`config.mk`:
```
export PLATFORM = sky130hd
export DESIGN_NAME = m6502_top
export DESIGN_NICKNAME = d
export VERILOG_FILES = /design/src/hw/m6502_pkg.sv /design/src/hw/cpu_decode.sv /design/src/hw/cpu_alu.sv /design/src/hw/cpu_regs.sv /design/src/hw/cpu_control.sv /design/src/hw/m6502_top.sv
export SDC_FILE = /design/constraint.sdc
export NUM_CORES = 1
export LEC_CHECK = 0
export BUFFER_PORTS_ARGS = -buffer_cell sky130_fd_sc_hd__buf_2
export CAP_MARGIN = 30
export CORE_MARGIN = 1
export CORE_UTILIZATION = 55
export DETAILED_ROUTE_END_ITERATION = 7
export PLACE_DENSITY_LB_ADDON = 0.12
export SLEW_MARGIN = 20
export SYNTH_ARGS = -nofsm -noshare
export SYNTH_HDL_FRONTEND = slang
export SYNTH_SLANG_ARGS = --single-unit
```
`constraint.sdc`:
```
create_clock -name raw_clk -period 11.23 [get_ports raw_clk]
set_input_delay 0.5615 -clock raw_clk [delete_from_list [all_inputs] [get_ports raw_clk]]
set_output_delay 0.5615 -clock raw_clk [all_outputs]
set_load 0.05 [all_outputs]
```
`src/hw/m6502_pkg.sv`:
```
// Widths, enums and structs shared by the modules of the 6502-style core
// Compile this package ahead of the RTL files
package m6502_pkg;

  typedef logic [7:0] byte_t;
  typedef logic [15:0] addr_t;

  // Only N, Z and C are kept
  typedef struct packed {
    logic neg;
    logic zero;
    logic carry;
  } flags_t;

  typedef enum logic [2:0] {
    ALU_ORA,
    ALU_AND,
    ALU_EOR,
    ALU_ADC,
    ALU_LDA,
    ALU_CMP,
    ALU_SBC,
    ALU_PASS
  } alu_op_t;

  typedef enum logic [2:0] {
    AM_IMPLIED,
    AM_IMMEDIATE,
    AM_ZP,
    AM_ZP_X,
    AM_ABS,
    AM_ABS_X,
    AM_ABS_Y,
    AM_RELATIVE
  } addr_mode_t;

  typedef enum logic [1:0] {
    REG_A,
    REG_X,
    REG_Y,
    REG_NONE
  } reg_sel_t;

  typedef struct packed {
    addr_mode_t mode;
    alu_op_t    alu_op;
    reg_sel_t   src;
    reg_sel_t   dst;
    logic       is_store;
    logic       is_branch;
    logic       is_jump;
    logic       is_brk;
    logic       illegal;
    logic [1:0] branch_flag;
    logic       branch_value;
    logic       carry_set;
    logic       carry_clear;
  } decoded_t;

  // Write-back request from the control to the register block
  typedef struct packed {
    logic     en;
    reg_sel_t dst;
    byte_t    data;
    logic     flags_en;
    flags_t   flags;
  } reg_wr_t;

  typedef struct packed {
    addr_t addr;
    byte_t wdata;
    logic  we;
  } mem_req_t;

endpackage

```
`src/hw/cpu_decode.sv`:
```
// Opcode decoder, purely combinational
// Maps the kept subset onto decoded_t and flags everything else illegal
`timescale 1ns/1ps

module cpu_decode
(
  input  m6502_pkg::byte_t    opcode,
  output m6502_pkg::decoded_t dec
);
  import m6502_pkg::*;

  // Opcode layout aaabbbcc
  logic [2:0] op_field;
  logic [2:0] mode_field;
  logic [1:0] col_field;
  reg_sel_t   index_reg;

  assign op_field = opcode[7:5];
  assign mode_field = opcode[4:2];
  assign col_field = opcode[1:0];
  assign index_reg = col_field[1] ? REG_X : REG_Y;

  function automatic decoded_t reg_op(reg_sel_t src, reg_sel_t dst);
    decoded_t d;
    d = '0;
    d.mode = AM_IMPLIED;
    d.alu_op = ALU_PASS;
    d.src = src;
    d.dst = dst;
    return d;
  endfunction

  always_comb
  begin
    dec = reg_op(REG_NONE, REG_NONE);
    dec.illegal = 1'b1;
    case (col_field)
      2'b01:
      begin
        // No indirect modes, no STA immediate
        dec.illegal = (mode_field == 3'b000) || (mode_field == 3'b100) ||
                      (opcode == 8'h89);
        case (mode_field)
          3'b001: dec.mode = AM_ZP;
          3'b010: dec.mode = AM_IMMEDIATE;
          3'b011: dec.mode = AM_ABS;
          3'b101: dec.mode = AM_ZP_X;
          3'b110: dec.mode = AM_ABS_Y;
          default: dec.mode = AM_ABS_X;
        endcase
        case (op_field)
          3'b000: dec.alu_op = ALU_ORA;
          3'b001: dec.alu_op = ALU_AND;
          3'b010: dec.alu_op = ALU_EOR;
          3'b011: dec.alu_op = ALU_ADC;
          3'b101: dec.alu_op = ALU_LDA;
          3'b110: dec.alu_op = ALU_CMP;
          3'b111: dec.alu_op = ALU_SBC;
          default: dec.alu_op = ALU_PASS;
        endcase
        dec.is_store = (op_field == 3'b100);
        dec.src = REG_A;
        dec.dst = (op_field == 3'b100 || op_field == 3'b110) ? REG_NONE : REG_A;
      end
      2'b00, 2'b10:
      begin
        // LDX LDY STX STY
        if ((op_field == 3'b100 || op_field == 3'b101) &&
            (mode_field == 3'b001 || mode_field == 3'b011 ||
             (mode_field == 3'b000 && op_field[0])))
        begin
          dec.illegal = 1'b0;
          if (mode_field == 3'b000)
            dec.mode = AM_IMMEDIATE;
          else if (mode_field == 3'b001)
            dec.mode = AM_ZP;
          else
            dec.mode = AM_ABS;
          dec.is_store = !op_field[0];
          dec.src = index_reg;
          dec.dst = op_field[0] ? index_reg : REG_NONE;
        end
      end
      default: ;
    endcase

    case (opcode)
      8'h00:
      begin
        dec = reg_op(REG_NONE, REG_NONE);
        dec.is_brk = 1'b1;
      end
      8'h4c:
      begin
        dec = reg_op(REG_NONE, REG_NONE);
        dec.mode = AM_ABS;
        dec.is_jump = 1'b1;
      end
      8'h18:
      begin
        dec = reg_op(REG_NONE, REG_NONE);
        dec.carry_clear = 1'b1;
      end
      8'h38:
      begin
        dec = reg_op(REG_NONE, REG_NONE);
        dec.carry_set = 1'b1;
      end
      8'haa: dec = reg_op(REG_A, REG_X);
      8'ha8: dec = reg_op(REG_A, REG_Y);
      8'h8a: dec = reg_op(REG_X, REG_A);
      8'h98: dec = reg_op(REG_Y, REG_A);
      8'he8, 8'hca: dec = reg_op(REG_X, REG_X);
      8'hc8, 8'h88: dec = reg_op(REG_Y, REG_Y);
      8'h10, 8'h30, 8'h90, 8'hb0, 8'hd0, 8'hf0:
      begin
        dec = reg_op(REG_NONE, REG_NONE);
        dec.mode = AM_RELATIVE;
        dec.is_branch = 1'b1;
        dec.branch_flag = opcode[7:6];
        dec.branch_value = opcode[5];
      end
      default: ;
    endcase
  end

endmodule

```
`src/hw/cpu_alu.sv`:
```
// Accumulator-group ALU, combinational
// Result byte and new N/Z/C for the write-back
`timescale 1ns/1ps

module cpu_alu
(
  input  m6502_pkg::alu_op_t op,
  input  m6502_pkg::byte_t   reg_a,
  input  m6502_pkg::byte_t   operand,
  input  m6502_pkg::flags_t  flags_in,
  output m6502_pkg::byte_t   result,
  output m6502_pkg::flags_t  flags_out
);
  import m6502_pkg::*;

  logic [8:0] sum;
  logic [8:0] diff;
  logic       borrow_in_n;
  logic       carry;

  // CMP subtracts as if carry were set
  assign borrow_in_n = (op == ALU_CMP) || flags_in.carry;

  assign sum = {1'b0, reg_a} + {1'b0, operand} + {8'd0, flags_in.carry};
  assign diff = {1'b0, reg_a} + {1'b0, ~operand} + {8'd0, borrow_in_n};

  always_comb
  begin
    result = operand;
    carry = flags_in.carry;
    case (op)
      ALU_ORA: result = reg_a | operand;
      ALU_AND: result = reg_a & operand;
      ALU_EOR: result = reg_a ^ operand;
      ALU_ADC:
      begin
        result = sum[7:0];
        carry = sum[8];
      end
      ALU_CMP, ALU_SBC:
      begin
        // Carry out means no borrow
        result = diff[7:0];
        carry = diff[8];
      end
      default: result = operand;
    endcase
  end

  assign flags_out.neg = result[7];
  assign flags_out.zero = (result == 8'h00);
  assign flags_out.carry = carry;

endmodule

```
`src/hw/cpu_regs.sv`:
```
// A, X, Y and the N/Z/C flags
// Written by write-back requests from the control sequencer
`timescale 1ns/1ps

module cpu_regs
(
  input  logic               raw_clk,
  input  logic               button_reset,
  input  m6502_pkg::reg_wr_t reg_wr,
  output m6502_pkg::byte_t   reg_a,
  output m6502_pkg::byte_t   reg_x,
  output m6502_pkg::byte_t   reg_y,
  output m6502_pkg::flags_t  flags
);
  import m6502_pkg::*;

  always_ff @(posedge raw_clk)
  begin
    if (!button_reset)
    begin
      reg_a <= '0;
      reg_x <= '0;
      reg_y <= '0;
      flags <= '0;
    end
    else
    begin
      if (reg_wr.en)
      begin
        case (reg_wr.dst)
          REG_A: reg_a <= reg_wr.data;
          REG_X: reg_x <= reg_wr.data;
          REG_Y: reg_y <= reg_wr.data;
          default: ;
        endcase
      end
      // Flags may change without a register write, e.g. CMP
      if (reg_wr.flags_en)
        flags <= reg_wr.flags;
    end
  end

  // Control only requests writes to a real register
  assert property (@(posedge raw_clk) disable iff (!button_reset)
    reg_wr.en |-> (reg_wr.dst != REG_NONE));

endmodule

```
`src/hw/cpu_control.sv`:
```
// Fetch, address and execute sequencer of the core
// Owns pc and the memory port, and issues register write-backs
`timescale 1ns/1ps

module cpu_control
#(
  parameter m6502_pkg::addr_t RESET_VECTOR = 16'h4000
)
(
  input  logic                 raw_clk,
  input  logic                 button_reset,
  input  logic                 button_halt,
  input  m6502_pkg::byte_t     mem_rdata,
  output m6502_pkg::mem_req_t  mem_req,
  output logic                 sync,
  output logic                 halted,
  output logic                 error,
  output m6502_pkg::byte_t     opcode,
  input  m6502_pkg::decoded_t  dec,
  input  m6502_pkg::byte_t     reg_a,
  input  m6502_pkg::byte_t     reg_x,
  input  m6502_pkg::byte_t     reg_y,
  input  m6502_pkg::flags_t    flags,
  input  m6502_pkg::byte_t     alu_result,
  input  m6502_pkg::flags_t    alu_flags,
  output m6502_pkg::reg_wr_t   reg_wr
);
  import m6502_pkg::*;

  typedef enum logic [3:0] {
    FETCH_OP,
    DECODE,
    FETCH_LO,
    FETCH_HI,
    READ_MEM,
    EXECUTE,
    STORE,
    HALT_WAIT,
    HALTED,
    ERROR
  } state_t;

  state_t state;
  state_t fetch_next;
  state_t mem_next;
  logic   second;
  logic   two_phase;
  logic   use_ea;
  addr_t  pc;
  addr_t  ea;
  addr_t  zp_addr;
  addr_t  abs_addr;
  byte_t  ir;
  byte_t  operand_q;
  byte_t  src_val;
  byte_t  step_val;
  byte_t  index_val;
  logic   step_down;
  logic   branch_taken;

  // Memory cycles take an address phase and a capture phase
  assign two_phase = (state == FETCH_OP) || (state == FETCH_LO) ||
                     (state == FETCH_HI) || (state == READ_MEM);
  assign use_ea = (state == READ_MEM) || (state == STORE);

  assign mem_req.addr = use_ea ? ea : pc;
  assign mem_req.wdata = operand_q;
  assign mem_req.we = (state == STORE);
  assign sync = (state == FETCH_OP) && !second;
  assign halted = (state == HALTED);
  assign error = (state == ERROR);
  assign opcode = ir;

  assign fetch_next = button_halt ? FETCH_OP : HALT_WAIT;
  assign mem_next = dec.is_store ? STORE : READ_MEM;

  always_comb
  begin
    case (dec.src)
      REG_A: src_val = reg_a;
      REG_X: src_val = reg_x;
      REG_Y: src_val = reg_y;
      default: src_val = 8'h00;
    endcase
  end

  // Only DEX and DEY count down
  assign step_down = (ir == 8'h88) || (ir == 8'hca);

  always_comb
  begin
    step_val = src_val;
    if (dec.mode == AM_IMPLIED && dec.src == dec.dst)
      step_val = step_down ? src_val - 8'd1 : src_val + 8'd1;
  end

  always_comb
  begin
    case (dec.mode)
      AM_ZP_X, AM_ABS_X: index_val = reg_x;
      AM_ABS_Y: index_val = reg_y;
      default: index_val = 8'h00;
    endcase
  end

  // Zero page sum stays 8 bits wide so ZP,X wraps
  assign zp_addr = {8'h00, mem_rdata + index_val};
  assign abs_addr = {mem_rdata, operand_q} + {8'h00, index_val};

  // Flag select is opcode bits 7:6
  always_comb
  begin
    case (dec.branch_flag)
      2'b00: branch_taken = (flags.neg == dec.branch_value);
      2'b10: branch_taken = (flags.carry == dec.branch_value);
      default: branch_taken = (flags.zero == dec.branch_value);
    endcase
  end

  always_comb
  begin
    reg_wr.en = (state == EXECUTE) && (dec.dst != REG_NONE);
    reg_wr.dst = dec.dst;
    reg_wr.data = alu_result;
    reg_wr.flags_en = (state == EXECUTE) && !dec.is_branch;
    reg_wr.flags = alu_flags;
    if (dec.carry_set || dec.carry_clear)
    begin
      reg_wr.flags = flags;
      reg_wr.flags.carry = dec.carry_set;
    end
  end

  always_ff @(posedge raw_clk)
  begin
    if (!button_reset)
    begin
      state <= HALT_WAIT;
      second <= 1'b0;
      pc <= RESET_VECTOR;
    end
    else
    begin
      second <= two_phase && !second;
      case (state)
        HALT_WAIT:
          if (button_halt)
            state <= FETCH_OP;
        FETCH_OP:
          if (second)
          begin
            ir <= mem_rdata;
            pc <= pc + 16'd1;
            state <= DECODE;
          end
        DECODE:
        begin
          // Implied ops take their operand from a register
          operand_q <= step_val;
          if (dec.illegal)
            state <= ERROR;
          else if (dec.is_brk)
            state <= HALTED;
          else if (dec.mode == AM_IMPLIED)
            state <= EXECUTE;
          else
            state <= FETCH_LO;
        end
        FETCH_LO:
          if (second)
          begin
            pc <= pc + 16'd1;
            operand_q <= mem_rdata;
            ea <= zp_addr;
            case (dec.mode)
              AM_IMMEDIATE, AM_RELATIVE:
                state <= EXECUTE;
              AM_ZP, AM_ZP_X:
              begin
                state <= mem_next;
                if (dec.is_store)
                  operand_q <= src_val;
              end
              default:
                state <= FETCH_HI;
            endcase
          end
        FETCH_HI:
          if (second)
          begin
            ea <= abs_addr;
            operand_q <= src_val;
            if (dec.is_jump)
            begin
              pc <= {mem_rdata, operand_q};
              state <= fetch_next;
            end
            else
            begin
              pc <= pc + 16'd1;
              state <= mem_next;
            end
          end
        READ_MEM:
          if (second)
          begin
            operand_q <= mem_rdata;
            state <= EXECUTE;
          end
        EXECUTE:
        begin
          if (dec.is_branch && branch_taken)
            pc <= pc + {{8{operand_q[7]}}, operand_q};
          state <= fetch_next;
        end
        STORE:
          state <= fetch_next;
        HALTED, ERROR: ;
        default:
          state <= ERROR;
      endcase
    end
  end

  // A store never lands on an opcode fetch
  assert property (@(posedge raw_clk) disable iff (!button_reset)
    !(mem_req.we && sync));

  assert property (@(posedge raw_clk) disable iff (!button_reset)
    !(halted && error));

endmodule

```
`src/hw/m6502_top.sv`:
```
// Top level of the 6502-style core
// Memory sits outside on a synchronous byte-wide port
`timescale 1ns/1ps

module m6502_top
#(
  parameter m6502_pkg::addr_t RESET_VECTOR = 16'h4000
)
(
  input  logic                raw_clk,
  input  logic                button_reset,
  input  logic                button_halt,
  output m6502_pkg::mem_req_t mem_req,
  input  m6502_pkg::byte_t    mem_rdata,
  output logic                sync,
  output logic                halted,
  output logic                error
);
  import m6502_pkg::*;

  byte_t    opcode;
  decoded_t dec;
  byte_t    reg_a;
  byte_t    reg_x;
  byte_t    reg_y;
  flags_t   flags;
  byte_t    alu_result;
  flags_t   alu_flags;
  reg_wr_t  reg_wr;

  cpu_control #(
    .RESET_VECTOR (RESET_VECTOR)
  ) cpu_control_inst (
    .raw_clk      (raw_clk),
    .button_reset (button_reset),
    .button_halt  (button_halt),
    .mem_rdata    (mem_rdata),
    .mem_req      (mem_req),
    .sync         (sync),
    .halted       (halted),
    .error        (error),
    .opcode       (opcode),
    .dec          (dec),
    .reg_a        (reg_a),
    .reg_x        (reg_x),
    .reg_y        (reg_y),
    .flags        (flags),
    .alu_result   (alu_result),
    .alu_flags    (alu_flags),
    .reg_wr       (reg_wr)
  );

  cpu_decode cpu_decode_inst (
    .opcode (opcode),
    .dec    (dec)
  );

  cpu_regs cpu_regs_inst (
    .raw_clk      (raw_clk),
    .button_reset (button_reset),
    .reg_wr       (reg_wr),
    .reg_a        (reg_a),
    .reg_x        (reg_x),
    .reg_y        (reg_y),
    .flags        (flags)
  );

  // The write-data register doubles as the operand latch
  cpu_alu cpu_alu_inst (
    .op        (dec.alu_op),
    .reg_a     (reg_a),
    .operand   (mem_req.wdata),
    .flags_in  (flags),
    .result    (alu_result),
    .flags_out (alu_flags)
  );

endmodule

```
==> flow_summary.yaml, run 1 <==
sta:
  post-route-period-util: 0.398
  rsz0062_at_grt: "no"
  hold_fails_final_rpt: 0
  slew_viol_final: 0
  final_period_minus_worst_setup_slack_ns: 4.47
  setup-violations-final: 0
  setup_tns_ns: 0
  max-slew-margin-rel: 0.446
  tightest_slew_ns: 0.832
  max_clock_freq_mhz: 224
  timing.clock.skew_ns: 0.00367
detailed_routing:
  detail_route.iter0.violations: 828
  avgViaCountPerCell: 6.39
  remaining_drc_errors: 0
  drt.antenna.violating_nets: 0
  routed_wire_length_per_instance_um: 19.8
  num_vias: 7550
  detail_route.first_pass.iterations: 6
  routed_wl_um: 23400
cells_and_area:
  finish.net_count: 1076
  area_delta_synth_final_pct: 6.91
  diodes_inserted: 0
  final_cell_area_mm2: 0.00855
  n_fill_cell: 1304
  post_route_cells_drive_above_1_share: 0.114
worst_setup_path:
  cp-endpoint: "cpu_control_inst.ea[10]"
  worst_setup_path_startpoint: "cpu_control_inst.opcode[1]"
  required_arrival_time_at_the_worst_endpoint_ns: 11.34
  reg2reg_to: "cpu_control_inst.ea[10]"
  reg2reg_from: "cpu_control_inst.opcode[1]"
  worst_ep_arrival_time_ns: 4.58
  worst_setup_path_start_kind: "flop"
  crit_path_cell_trace: "nand2b_1, nor2_1, a22o_1, ha_1, inv_1, fa_1, nor2b_1, o21ai_0, a21boi_0, o21ai_0, a21oi_1, o21ai_0, a211oi_1, xnor2_1, nor2_1"
  worst_setup_path_end_kind: "flop"
  timing.reg2reg.setup_slack_ns: 6.76
  critical_path_class: "reg -> reg"
  timing.reg2reg.worst_path_depth: 15
  timing.critical_path.fanout_max: 16
  crit_path_top_delay_cell: "sky130_fd_sc_hd__edfxtp_1"
  critical_path.most_common_cell: "sky130_fd_sc_hd__o21ai_0"
  critPathMaxStageDelay_ns: 0.63
power_and_ir_drop:
  pd_cells_mw_per_mm2: 141
  fin_total_pwr_mw: 1.20
  vdd.ir_drop.worst_mv: 0.0986
  static-leakage-power_nw: 3.44
clocking:
  post_cts_buffers: 0
  clock-root-buffer: "sky130_fd_sc_hd__clkbuf_16"
  cts_tree: "done"
  cts.reportedPaths.clkPinSlew_ns: 0.06
  tritoncts.num_buffers: 9
  htree_num_levels: 3
  clock_sink_count: 80
  number_of_buffers_inserted_for_hold_repair_after_clock_tree_synthesis: 0
  clockBufferDepth: 2
  cts-resized-gates: 0
  clk_latency_ns: 0.35
logic_synthesis:
  count_of_state_elements_after_synthesis: 80
  count_of_flip_flops_with_a_built_in_enable_after_synthesis: 32
  synth.avg_cell_area_um2: 8.12
  synth_warnings: 0
  synthesis.area_mm2: 0.00800
  synth_fp_nets: 1064
  synthCells: 985
  synth.top_cells.by_area: "sky130_fd_sc_hd__dfxtp_1 (12%), sky130_fd_sc_hd__edfxtp_1 (12%), sky130_fd_sc_hd__ha_1 (9.4%)"
  synth_largest_type_area_fraction: 0.120
  synth-async-reset-ratio: 0
  yosysUniqueCellTypes: 94
  synth_largest_area_cell: "sky130_fd_sc_hd__dfxtp_1"
  postSynth.topFlopCell: "sky130_fd_sc_hd__dfxtp_1"
  part_of_the_yosys_area_used_for_sequential_elements: 0.240
floorplan:
  floorplan.die.width_um: 123
  coreArea_mm2: 0.0140
  ioPinCount: 39
  start_util: 0.570
  die-height_um: 123
  die_area_mm2: 0.0150
  floorplan.rows: 43
global_route:
  gr_usage_total: 0.322
  pin_count_of_the_biggest_net_entering_global_routing: 29
  grt_first_pass_wirelength_um: 36700
  via_count_of_the_first_global_routing_pass: 6717
  gr-total-overflow: 0
  antenna_violations_before_repair: 0
outcome:
  status: "completed"
min_path:
  timing.hold.worst.class: "reg -> reg"
placement:
  finalWeightedCongestion: 0.943
  place_hpwl_um: 17400
  dpl-instance-area_mm2: 0.00827
  place.port_buffers: 38
job:
  max_cap_viol_count: 0
## through the flow
step / hold WS, ns / util / setup WS [ns] / cells
6_report: 0.478 / 0.609 / 6.76 / 1182
5_1_grt: 0.487 / 0.609 / 6.41 / 1182
4_1_cts: 0.476 / 0.609 / 6.84 / 1182
3_5_place_dp: 0.468 / 0.589 / 6.86 / 1166
3_3_place_gp: 0.451 / 0.586 / 6.96 / 1163
2_1_floorplan: 0.436 / - / 7.41 / 985
## critical path, delay by kind of cell, from the launching register on
| family | cells | cell delay (ns) |
|---|---|---|
| compound gates | 7 | 1.52 |
| xor+xnor | 1 | 0.15 |
| fa+ha+maj | 2 | 0.56 |
| buf+inv | 1 | 0.06 |
| flops | 1 | 0.63 |
| simple gates | 4 | 1.30 |
## synthesized netlist by cell type (all sizes together) (15+ instances only)
cell and count:
mux2i 30, a21oi 86, ha 60, a21o 15, nor2b 18, nand2 56, o211ai 16, nand3 26
o21ai 69, a211oi 16, clkbuf 24, xnor2 32, dfxtp 48, nor2 111, inv 59, nor3 21
buf 25, o21bai 15, edfxtp 32, mux2 18
## cell usage in the layout, fill, tap and decap left out, types with 20 or more instances in the layout
cell,count
sky130_fd_sc_hd__nor2_1,106
sky130_fd_sc_hd__nor3_1,20
sky130_fd_sc_hd__a21oi_1,83
sky130_fd_sc_hd__dfxtp_1,48
sky130_fd_sc_hd__ha_1,60
sky130_fd_sc_hd__inv_1,56
sky130_fd_sc_hd__nand2_1,54
sky130_fd_sc_hd__buf_2,38
sky130_fd_sc_hd__edfxtp_1,32
sky130_fd_sc_hd__o21ai_0,52
sky130_fd_sc_hd__mux2i_1,30
sky130_fd_sc_hd__xnor2_1,32
sky130_fd_sc_hd__nand3_1,25
## kinds of logic (layout without fill, tap and decap cells)
| kind of cell | Yosys count | in the layout | synth area share |
|---|---|---|---|
| compound gates | 321 | 321 | 0.269 |
| simple gates | 312 | 312 | 0.202 |
| buf+inv | 109 | 126 | 0.0591 |
| flops | 80 | 80 | 0.240 |
| fa+ha+maj | 68 | 68 | 0.114 |
| mux | 49 | 49 | 0.0657 |
| xor+xnor | 46 | 46 | 0.0504 |
## sequential cells by signal (all words and copies together) (netlist names)
signal / cells
cpu_control_inst.ea: 16
cpu_control_inst.pc: 16
cpu_control_inst.opcode: 8
cpu_control_inst.operand_q: 8
cpu_regs_inst.reg_a: 8
cpu_regs_inst.reg_x: 8
cpu_regs_inst.reg_y: 8
cpu_control_inst.state: 4
cpu_regs_inst.flags: 3
cpu_control_inst.second: 1
## cell type report
type                    instances  area (µm²)  area share
multi-input cells             796        5610       0.655
flip-flops and latches         80        1920       0.225
repair buffers                 50         295      0.0345
clock buffers                  11         233      0.0272
inverters                      60         225      0.0263
well taps                     180         225      0.0263
clock inverters                 5        47.5     0.00556
## worst min-delay path by stage
stage | cells after the start | endpoint | from | slack (ns)
floorplan | 2 | cpu_regs_inst.flags[1] | cpu_regs_inst.flags[1] | 0.44
global placement | 2 | cpu_regs_inst.flags[1] | cpu_regs_inst.flags[1] | 0.45
global route | 2 | cpu_regs_inst.flags[1] | cpu_regs_inst.flags[1] | 0.49
finish | 2 | cpu_regs_inst.flags[1] | cpu_regs_inst.flags[1] | 0.48
detailed placement | 2 | cpu_regs_inst.flags[1] | cpu_regs_inst.flags[1] | 0.47
CTS | 2 | cpu_regs_inst.flags[1] | cpu_regs_inst.flags[1] | 0.48
## power breakdown
part | switching, mW | internal [mW]
clock network | 0.118 | 0.170
logic | 0.330 | 0.184
registers | 0.0658 | 0.336
## layer usage
metal  wire length (µm)  share of wire  track usage
met1              10900           0.47        0.464
met2               9910           0.42        0.474
met3               1960          0.084       0.0683
met4                629          0.027        0.107
met5                  0              0            0
Note: power is estimated with default switching activity, not from simulation.
==> run 2, diff against run 1 <==
Clock period 11.23 ns to 4.4 ns, I/O delays scaled along.
==> run 2 against run 1 <==
Clock-buffer cell count decreased by 2. Highest routed layer unchanged. Design area grew 1.4%. Via count up 2.2%. Largest cell class unchanged. Flip-flop and latch count unchanged. Sequential power rose to 2.5 times the previous value. Sequential share of layout area fell by 0.31 points. Die area did not move. Routed wire length increased by 4.0%. Critical path depth is 3 higher. First-iteration DRC count rose by 7.6%.
==> flow_summary.yaml, run 2 (synthesis gave the netlist of run 1 again) <==
outcome:
  status: "completed"
placement:
  placed_cells_incl_taps: 1177
  place.port_buffers: 38
  place_hpwl_um: 18000
  finalWeightedCongestion: 0.980
cells_and_area:
  post_layout_nonfiller_instances: 1195
  post_route_cells_drive_above_1_share: 0.130
  mostFrequentLayoutCells: "sky130_fd_sc_hd__nor2_1 (106), sky130_fd_sc_hd__a21oi_1 (83), sky130_fd_sc_hd__ha_1 (60)"
  area_delta_synth_final_pct: 8.40
  largestRegisters: "cpu_control_inst.ea x16, cpu_control_inst.pc x16"
  diodes_inserted: 0
  finalCoreUtilization: 0.618
  layout_commonest_cell: "sky130_fd_sc_hd__nor2_1"
  finish.net_count: 1089
sta:
  setup-violations-final: 0
  setup_tns_ns: 0
  post-route-period-util: 0.917
  final_period_minus_worst_setup_slack_ns: 4.03
  max_clock_freq_mhz: 248
  max-slew-margin-rel: 0.417
  hold_fails_final_rpt: 0
  timing.clock.skew_ns: 0.0114
  rsz0062_at_grt: "no"
  slew_viol_final: 0
  tightest_slew_ns: 0.871
clocking:
  htree_num_levels: 3
  cts.reportedPaths.clkPinSlew_ns: 0.07
  tritoncts.num_buffers: 9
  clockBufferDepth: 2
  clock-root-buffer: "sky130_fd_sc_hd__clkbuf_16"
  clk_latency_ns: 0.36
  clock_sink_count: 80
  cts_tree: "done"
floorplan:
  coreArea_mm2: 0.0140
  floorplan.rows: 43
  start_util: 0.570
  die_area_mm2: 0.0150
  floorplan.die.width_um: 123
  die-height_um: 123
  ioPinCount: 39
global_route:
  pin_count_of_the_biggest_net_entering_global_routing: 34
  grt_first_pass_wirelength_um: 37200
  gr_usage_total: 0.329
  antenna_violations_before_repair: 0
  gr-total-overflow: 0
  via_count_of_the_first_global_routing_pass: 6669
detailed_routing:
  routed_wl_um: 24300
  num_vias: 7719
  detail_route.first_pass.iterations: 5
  routed_wire_length_per_instance_um: 20.4
  avgViaCountPerCell: 6.46
  detail_route.iter0.violations: 891
  drt.antenna.violating_nets: 0
  remaining_drc_errors: 0
power_and_ir_drop:
  pd_cells_mw_per_mm2: 358
  vdd.ir_drop.worst_mv: 0.258
  static-leakage-power_nw: 3.51
min_path:
  timing.hold.worst.class: "in -> reg"
worst_setup_path:
  worst_setup_path_end_kind: "flop"
  worst_setup_path_start_kind: "flop"
  worst_ep_arrival_time_ns: 4.12
  critical_path_class: "reg -> reg"
  required_arrival_time_at_the_worst_endpoint_ns: 4.49
  timing.critical_path.fanout_max: 14
job:
  max_cap_viol_count: 0
-- run 2: cell types whose count changed in the layout (fill, tap and decap cells not counted), sizes merged --
cell	change
buf	+13
clkbuf	-2
bufinv	-1
clkinv	-3
inv	+6
-- run 2: repair_timing --
item	CTS	global route
buffers inserted	0	2
hold buffers	0	0
gates resized for setup	0	3
endpoints found under the setup margin	0	4
-- run 2: worst paths after layout --
kind	to	startpoint	slack [ns]	cells past startpoint
setup / recovery	cpu_control_inst.operand_q[6]	cpu_control_inst.opcode[7]	0.37	18
hold / removal	cpu_control_inst.opcode[6]	mem_rdata[6]	0.22	1
setup reg to reg	cpu_control_inst.operand_q[6]	cpu_control_inst.opcode[7]	0.37	18
hold reg to reg	cpu_regs_inst.flags[1]	cpu_regs_inst.flags[1]	0.47	2
-- run 2: metrics by stage --
| stage | hold WS, ns | power (mW) | setup slack, ns | area, µm² |
|---|---|---|---|---|
| floorplan | 0.319 | 2.00 | 0.580 | 8000 |
| global placement | 0.458 | 2.34 | 0.516 | 8340 |
| detailed placement | 0.467 | 2.35 | 0.337 | 8340 |
| CTS | 0.194 | 3.09 | 0.327 | 8630 |
| global route | 0.199 | 3.27 | 0.0184 | 8670 |
| finish | 0.221 | 3.10 | 0.366 | 8670 |
-- run 2: area by class of cell --
cell class,instances,area [µm²]
clock buffer,9,225
timing repair buffer,63,390
sequential,80,1920
fill,1277,5370
tap,180,225
multi-input combinational,796,5620
clock inverter,7,61.3
inverter,60,225
-- run 2: critical path, cell delays in order (launching register included) --
cell	delay, ns
sky130_fd_sc_hd__edfxtp_1	0.55
sky130_fd_sc_hd__buf_4	0.26
sky130_fd_sc_hd__nor2b_1	0.32
sky130_fd_sc_hd__o211ai_1	0.21
sky130_fd_sc_hd__a21boi_1	0.32
sky130_fd_sc_hd__nor2_4	0.14
sky130_fd_sc_hd__a21oi_1	0.17
sky130_fd_sc_hd__nor2_1	0.05
sky130_fd_sc_hd__a21oi_1	0.22
sky130_fd_sc_hd__inv_1	0.07
sky130_fd_sc_hd__ha_1	0.33
sky130_fd_sc_hd__a21o_1	0.19
sky130_fd_sc_hd__a21oi_1	0.23
sky130_fd_sc_hd__o21bai_1	0.10
sky130_fd_sc_hd__a21oi_1	0.17
sky130_fd_sc_hd__xor2_1	0.18
sky130_fd_sc_hd__nor2_1	0.06
sky130_fd_sc_hd__a21oi_1	0.13
sky130_fd_sc_hd__o21ai_1	0.07
-- run 2: routing by layer --
layer  share of wire  wire (µm)  global-route usage
met1            0.46      11200               0.491
met5               0          0                   0
met4           0.023        565              0.0998
met3           0.096       2350              0.0846
met2            0.42      10300               0.456
-- run 2: where the power goes --
| part | internal (mW) | switching [mW] | total (mW) | leakage (nW) |
|---|---|---|---|---|
| registers | 0.856 | 0.155 | 1.01 | 0.680 |
| clock network | 0.396 | 0.350 | 0.746 | 0.144 |
| logic | 0.475 | 0.869 | 1.34 | 2.68 |
